--- config.mk ---
export PLATFORM = sky130hd
export DESIGN_NAME = multicore
export DESIGN_NICKNAME = d
export VERILOG_FILES = /design/src/hdl/multicore_pkg.sv /design/src/hdl/multicore.sv /design/src/hdl/output_select.sv /design/src/hdl/rede_core.sv /design/src/hdl/program_rom.sv /design/src/hdl/reset_sequencer.sv
export VERILOG_INCLUDE_DIRS = /design/src /design/src/include
export SDC_FILE = /design/constraint.sdc
export NUM_CORES = 2
export LEC_CHECK = 0
export BUFFER_PORTS_ARGS = -buffer_cell sky130_fd_sc_hd__buf_2
export CORE_ASPECT_RATIO = 0.9
export CORE_MARGIN = 5
export CORE_UTILIZATION = 45
export DETAILED_ROUTE_END_ITERATION = 8
export PLACE_DENSITY = 0.72
export SYNTH_ARGS = -nofsm -noshare
export SYNTH_HDL_FRONTEND = slang
export SYNTH_SLANG_ARGS = --single-unit
--- constraint.sdc ---
create_clock -name clk -period 9.1 [get_ports clk]
set_clock_uncertainty 0.15 [all_clocks]
set_input_delay 0.455 -clock clk [delete_from_list [all_inputs] [get_ports clk]]
set_output_delay 0.455 -clock clk [all_outputs]
set_load 0.005 [all_outputs]
--- src/include/multicore_settings.svh ---
`ifndef MULTICORE_SETTINGS_SVH
`define MULTICORE_SETTINGS_SVH

// array size and release spacing.
`define NUM_CORES   8
`define RELEASE_GAP 20

// datapath width and program length.
`define DATA_W      31
`define PROG_LEN    6

// constants of the fixed program.
`define IN_PORT     1
`define MUL_CONST   3
`define ADD_CONST   7
`define OUT_PORT_A  1
`define OUT_PORT_B  2
`define LOOP_TARGET 0

`endif
--- src/hdl/multicore_pkg.sv ---
`include "multicore_settings.svh"

package multicore_pkg;

	// instruction set of the accumulator core.
	typedef enum logic [2:0] {
		OP_NOP  = 3'd0,
		OP_IN   = 3'd1,
		OP_MULI = 3'd2,
		OP_ADDI = 3'd3,
		OP_OUT  = 3'd4,
		OP_JMP  = 3'd5
	} opcode_e;

	typedef enum logic {
		ST_RESET = 1'b0,
		ST_RUN   = 1'b1
	} core_state_e;

	typedef logic [3:0] port_t; // zero means no port.

	localparam port_t PORT_NONE = 4'd0;

	typedef struct packed {
		opcode_e           op;
		port_t             port;
		logic signed [15:0] imm; // immediate operand or jump target.
	} instr_t;

	typedef struct packed {
		logic signed [`DATA_W-1:0] data;
		port_t                     out_en;
	} core_out_t;

endpackage

--- src/hdl/multicore.sv ---
`timescale 1ns/1ps
`include "multicore_settings.svh"

module multicore import multicore_pkg::*; (
	input  logic                       clk,
	input  logic                       rst_n,
	input  logic signed [`DATA_W-1:0]  io_in,
	output core_out_t [`NUM_CORES-1:0] core_outs,
	output port_t [`NUM_CORES-1:0]     req_ins,
	output logic signed [`DATA_W-1:0]  io_out,
	output port_t                      out_en,
	output logic [3:0]                 out_core
);

	logic [`NUM_CORES-1:0] run; // per-core release from the sequencer.

	//////////////////////////////////////////////////////////////////////
	// release sequencing

	reset_sequencer seq_i (
		.clk  (clk),
		.rst_n(rst_n),
		.run  (run)
	);

	//////////////////////////////////////////////////////////////////////
	// core array

	// every core sees the same shared input level.
	for (genvar k = 0; k < `NUM_CORES; k++) begin : g_core
		rede_core core_i (
			.clk     (clk),
			.rst_n   (rst_n),
			.run     (run[k]),
			.io_in   (io_in),
			.req_in  (req_ins[k]),
			.core_out(core_outs[k])
		);
	end

	//////////////////////////////////////////////////////////////////////
	// shared output

	output_select sel_i (
		.core_outs(core_outs),
		.io_out   (io_out),
		.out_en   (out_en),
		.out_core (out_core)
	);

endmodule

--- src/hdl/output_select.sv ---
`timescale 1ns/1ps
`include "multicore_settings.svh"

module output_select import multicore_pkg::*; (
	input  core_out_t [`NUM_CORES-1:0] core_outs,
	output logic signed [`DATA_W-1:0]  io_out,
	output port_t                      out_en,
	output logic [3:0]                 out_core
);

	localparam int N     = `NUM_CORES;
	localparam int IDX_W = $clog2(`NUM_CORES);

	// scan from the top down so the lowest writing core ends up selected.
	always_comb begin
		io_out   = '0;
		out_en   = PORT_NONE;
		out_core = '0;
		for (int i = N - 1; i >= 0; i--) begin
			if (core_outs[i].out_en != PORT_NONE) begin
				io_out   = core_outs[i].data;
				out_en   = core_outs[i].out_en;
				out_core = 4'(i);
			end
		end
	end

	//////////////////////////////////////////////////////////////////////
	// checks

	// the shared output always belongs to a core that is writing now.
	always_comb begin
		if (out_en != PORT_NONE) begin
			a_src: assert #0 (core_outs[out_core[IDX_W-1:0]].out_en == out_en &&
				core_outs[out_core[IDX_W-1:0]].data == io_out);
		end
	end

endmodule

--- src/hdl/rede_core.sv ---
`timescale 1ns/1ps
`include "multicore_settings.svh"

module rede_core import multicore_pkg::*; (
	input  logic                      clk,
	input  logic                      rst_n,
	input  logic                      run,
	input  logic signed [`DATA_W-1:0] io_in,
	output port_t                     req_in,
	output core_out_t                 core_out
);

	core_state_e               state;
	logic [2:0]                pc;
	logic [2:0]                fetch_pc;
	logic signed [`DATA_W-1:0] acc;
	logic signed [`DATA_W-1:0] imm_ext;
	instr_t                    instr;

	//////////////////////////////////////////////////////////////////////
	// fetch

	// a freshly released core always starts at the top of the program.
	assign fetch_pc = (state == ST_RUN) ? pc : 3'd0;

	program_rom rom_i (
		.pc   (fetch_pc),
		.instr(instr)
	);

	assign imm_ext = `DATA_W'(instr.imm); // sign extended operand.

	//////////////////////////////////////////////////////////////////////
	// execute

	// One instruction per cycle. The port outputs are registered, so
	// during a cycle they report the instruction executed the cycle
	// before.
	always_ff @(posedge clk) begin
		if (!rst_n || !run) begin
			state    <= ST_RESET;
			pc       <= '0;
			acc      <= '0;
			req_in   <= PORT_NONE;
			core_out <= '0;
		end else begin
			state    <= ST_RUN;
			pc       <= fetch_pc + 3'd1;
			req_in   <= PORT_NONE; // strobes last one cycle.
			core_out <= '0;
			case (instr.op)
				OP_IN: begin
					acc    <= io_in;
					req_in <= instr.port;
				end
				OP_MULI: begin
					acc <= acc * imm_ext; // wraps at DATA_W bits.
				end
				OP_ADDI: begin
					acc <= acc + imm_ext;
				end
				OP_OUT: begin
					core_out.data   <= acc;
					core_out.out_en <= instr.port;
				end
				OP_JMP: begin
					pc <= instr.imm[2:0];
				end
				default: begin
					acc <= acc; // nop keeps the accumulator.
				end
			endcase
		end
	end

	//////////////////////////////////////////////////////////////////////
	// checks

	a_pc_range: assert property (@(posedge clk) pc < 3'(`PROG_LEN));

endmodule

--- src/hdl/program_rom.sv ---
`timescale 1ns/1ps
`include "multicore_settings.svh"

module program_rom import multicore_pkg::*; (
	input  logic [2:0] pc,
	output instr_t     instr
);

	always_comb begin
		case (pc)
			3'd0: instr = '{op: OP_IN, port: port_t'(`IN_PORT), imm: 16'sd0};
			3'd1: instr = '{op: OP_MULI, port: PORT_NONE, imm: 16'(`MUL_CONST)};
			3'd2: instr = '{op: OP_OUT, port: port_t'(`OUT_PORT_A), imm: 16'sd0};
			3'd3: instr = '{op: OP_ADDI, port: PORT_NONE, imm: 16'(`ADD_CONST)};
			3'd4: instr = '{op: OP_OUT, port: port_t'(`OUT_PORT_B), imm: 16'sd0};
			3'd5: instr = '{op: OP_JMP, port: PORT_NONE, imm: 16'(`LOOP_TARGET)};
			default: begin
				instr = '{op: OP_NOP, port: PORT_NONE, imm: 16'sd0}; // unused addresses.
			end
		endcase
	end

endmodule

--- src/hdl/reset_sequencer.sv ---
`timescale 1ns/1ps
`include "multicore_settings.svh"

module reset_sequencer (
	input  logic                  clk,
	input  logic                  rst_n,
	output logic [`NUM_CORES-1:0] run
);

	localparam int N     = `NUM_CORES;
	localparam int GAP_W = $clog2(`RELEASE_GAP + 1);
	localparam int IDX_W = $clog2(`NUM_CORES + 1);

	logic [GAP_W-1:0] gap_cnt;
	logic [IDX_W-1:0] core_idx;  // next core to release.
	logic             started;
	logic             done;

	assign done = (core_idx == IDX_W'(N)); // every core is running.

	always_ff @(posedge clk) begin
		if (!rst_n) begin
			started  <= 1'b0;
			gap_cnt  <= '0;
			core_idx <= '0;
			run      <= '0;
		end else if (!started) begin
			started <= 1'b1; // first edge out of reset only arms the sequence.
		end else if (!done) begin
			if (gap_cnt == '0) begin
				run <= run | (N'(1) << core_idx);
			end
			if (gap_cnt == GAP_W'(`RELEASE_GAP - 1)) begin
				gap_cnt  <= '0;
				core_idx <= core_idx + IDX_W'(1);
			end else begin
				gap_cnt <= gap_cnt + GAP_W'(1);
			end
		end
	end

	//////////////////////////////////////////////////////////////////////
	// checks

	// a released core keeps running until the next reset.
	a_run_hold: assert property (@(posedge clk)
		rst_n |=> ((run & $past(run)) == $past(run)));

endmodule

==> impl_metrics.py <==
metrics = {
    "yosys": {
        "netlist-cell-type-count": 103,
        "yosysMostFrequentCell": "inv_1",
        "synth-edff-count": 0,
        "share_of_synthesized_registers_carrying_an_async_set_or_reset": 0,
        "synth.cell_area_sq_um": 60140,
        "dominantRegCellSynth": "dfxtp_1",
        "number_of_warning_messages_in_the_yosys_log": 0,
        "post_synth_inst_count": 7652,
        "area_share_of_the_largest_cell_type_after_synthesis": 0.2030,
        "ys_seq_elements": 578,
        "netlist_top_cells_area": "ha_1 20%, dfxtp_1 19%, fa_1 7.5%, and2_1 6.9%, inv_1 6.9%",
        "synth_largest_area_cell": "ha_1",
        "netlist_top_cells_count": "1,100 x inv_1, 976 x ha_1, 661 x and2_1",
        "syn-mean-instance-area_sq_um": 7.860,
        "synth_seq_area_share": 0.1924,
    },
    "global_route": {
        "wire_length_of_the_first_global_routing_pass_mm": 329.9,
        "groute.usage.overall": 0.3025,
        "grt_antenna_before_repair": 26,
        "overflow": 0,
        "vias_in_the_first_global_route": 53440,
        "grt_start_max_net_pins": 66,
    },
    "floorplanning": {
        "initial_core_util": 0.4522,
        "die_w_um": 395.4,
        "die_height_um": 356.8,
        "io_pins": 384,
        "floorplan.rows": 127,
        "die_area_sq_um": 141100,
        "core_region_area_sq_um": 133000,
    },
    "clocking": {
        "cts.sinks": 578,
        "clk_buf_depth": 3,
        "cts_root_buffer": "clkbuf_16",
        "clk_pin_slew_worst_paths_ps": 60,
        "numCtsBuffers": 73,
        "holdBufCountCts": 0,
        "post_cts_resize_count": 0,
        "h_tree_lvl_count": 3,
        "clock_tree_from_tritoncts": "built",
        "postCtsSetupRepairBufs": 0,
        "insertion_delay_ps": 660,
    },
    "timing": {
        "worst_slew_margin_rel": 0.1454,
        "totalNegativeSetupSlack_ps": 0,
        "max_clock_freq_mhz": 153.1,
        "maxSlewViolCount": 0,
        "setup_viol": 0,
        "fin_crit_sh": 0.7177,
        "finalCriticalPeriod_ps": 6531,
        "final-hold-violation-count": 0,
        "grt_setup_unrepaired": "false",
        "worst-slew-pin-transition_ps": 1273,
    },
    "power_and_ir_drop": {
        "vdd.ir_drop.worst_mv": 0.1118,
        "leakage_nw": 34.36,
        "power-per-cell-area_nw_per_um2": 88.37,
    },
    "setup_path": {
        "critical_path.slowest_cell": "fa_1",
        "most_frequent_cell_on_critical_path": "ha_1",
        "crit_path_start_kind": "register",
        "crit_path_max_incr_delay_ps": 530,
        "timing.setup.critical_path_class": "reg -> reg",
        "crit_path_end_kind": "register",
        "critical_path_peak_fanout": 31,
        "critical_path_required_ps": 9490,
        "crit_arrival_ps": 6930,
    },
    "run": {
        "max_cap_violations": 0,
    },
    "hold_path": {
        "timing.hold.worst.class": "in -> reg",
    },
    "drt": {
        "drc": 0,
        "firstDrtPassIters": 8,
        "routed_wirelength_mm": 222.8,
        "wl_per_cell_um": 23.17,
        "routed-via-count": 56790,
        "number_of_antenna_violating_nets_in_the_routed_design": 0,
        "initialDrtViolationCount": 7065,
        "detailed_route_vias_per_instance": 5.905,
    },
    "status": {
        "outcome": "complete, no violations",
    },
    "finish": {
        "post_route_cells_drive_above_1_share": 0.08302,
        "final_area_sq_um": 65840,
        "layout_filler_cell_count": 12750,
        "syn_to_final_growth_pct": 9.472,
        "nNetsFinal": 9036,
    },
    "placed_design": {
        "finalWeightedCongestion": 1.001,
        "port_buffer_count": 348,
        "dpl.hpwl_mm": 169.7,
        "placedInstanceArea_sq_um": 63330,
    },
}
==> state kept, by name, summed over array words and instances, names as in the netlist <==
signal	count
g_core.core_i.state	8
g_core.core_i.req_in	16
seq_i.gap_cnt	5
seq_i.started	1
g_core.core_i.core_out	264
seq_i.run	8
g_core.core_i.pc	24
g_core.core_i.acc	248
seq_i.core_idx	4
==> path summary, 6_finish.rpt <==
| check | depth (start not counted) | start | slack, ps | to |
|---|---|---|---|---|
| worst max-delay path | 25 | g_core[5].core_i.state$_DFF_P_ | 2570 | g_core[5].core_i.acc[30]$_SDFFE_PN0P_ |
| worst min-delay path | 1 | rst_n | 130 | seq_i.started$_DFF_P_ |
| worst max register to register | 25 | g_core[5].core_i.state$_DFF_P_ | 2570 | g_core[5].core_i.acc[30]$_SDFFE_PN0P_ |
| worst min register to register | 2 | g_core[4].core_i.acc[1]$_SDFFE_PN0P_ | 350 | g_core[4].core_i.acc[1]$_SDFFE_PN0P_ |
==> logic make-up (layout without fill, tap and decap cells) <==
kind of cell	Yosys count	in the layout	share of synthesized area
adders and majority gates	1200	1200	0.2776
buffers and inverters	1517	1677	0.09757
AOI/OAI and AO/OA	1738	1738	0.1863
other	1	65	0.00006235
DFF	578	578	0.1924
and+or+nand+nor	2257	2257	0.1930
xor gates and xnor gates	342	342	0.04980
muxes	19	19	0.003183
==> cells in the final DEF, fill, tap and decap left out, types with 15 or more instances in the layout <==
cell type,netlist,layout
nand3_1,120,120
fa_1,224,224
nor2b_1,69,69
nand4_1,51,51
a311oi_1,15,15
nor4_1,36,33
or3_1,29,29
o21bai_1,36,36
a22oi_1,25,24
and3_1,73,73
and4_1,26,26
buf_2,8,348
ha_1,976,976
o22ai_1,50,50
inv_1,1100,1100
o211ai_1,95,95
o221ai_1,15,15
dfxtp_1,578,578
a21oi_1,487,481
a221oi_1,100,100
nor3_1,101,99
conb_1,1,43
o21ai_0,400,399
xor2_1,135,135
xnor2_1,207,207
nand2_1,537,537
clkbuf_8,0,18
mux2i_1,18,18
nand2b_1,39,39
nor2_1,434,430
a31oi_1,62,62
or2_2,21,21
a211oi_1,53,51
a21o_1,154,154
clkbuf_16,0,76
buf_4,37,97
diode_2,0,22
o311ai_0,42,32
and2_1,661,661
o21a_1,33,33
==> metal layers <==
metal / part of all wire / GRT usage / wire length (um)
met1: 0.40 / 0.3959 / 89380
met2: 0.42 / 0.4547 / 93570
met3: 0.11 / 0.07352 / 25130
met4: 0.066 / 0.1765 / 14730
met5: 0.00016 / 0 / 35
==> power by group <==
group | switching (mW) | internal (mW) | leakage (nW) | total, mW
Clock | 1.26 | 1.78 | 1.19 | 3.04
Combinational | 0.155 | 0.0568 | 28.5 | 0.212
Sequential | 0.0212 | 2.54 | 4.66 | 2.56
Total | 1.44 | 4.38 | 34.4 | 5.82
==> metrics by stage <==
| stage | cells | setup WS [ps] | hold slack (ps) | total power, mW | util |
|---|---|---|---|---|---|
| after global placement | 9469 | 2876 | 331.9 | 2.818 | 0.4762 |
| after detailed placement | 9469 | 2664 | 349.5 | 2.820 | 0.4762 |
| after CTS | 9595 | 2666 | 67.37 | 5.816 | 0.4946 |
| final | 9617 | 2569 | 128.7 | 5.818 | 0.4950 |
| after global routing | 9599 | 2123 | 105.6 | 5.938 | 0.4947 |
| after floorplan | 7694 | 3488 | 294.1 | 2.720 | - |
==> layout make-up <==
| cell class | instances | area (sq um) | share of cell area |
|---|---|---|---|
| diodes | 22 | 55.05 | 0.0008362 |
| clock buffers | 100 | 2172 | 0.03299 |
| clock inverters | 26 | 277.8 | 0.004219 |
| inverters | 1106 | 4151 | 0.06305 |
| multi-input cells | 5599 | 42960 | 0.6526 |
| flip-flops and latches | 578 | 11570 | 0.1757 |
| well taps | 1741 | 2178 | 0.03309 |
| repair buffers | 445 | 2470 | 0.03751 |
==> worst max-delay path: cells and delay by family, from the launching register on <==
family                   cells  cell delay [ps]
XOR/XNOR                     1              150
adder cells (fa/ha/maj)      7             1930
AO/OA/AOI/OAI                7             1600
AND/OR/NAND/NOR              4              940
flip-flops                   1              370
buffers and inverters        6             1270
(Power assumes the default switching activity.)
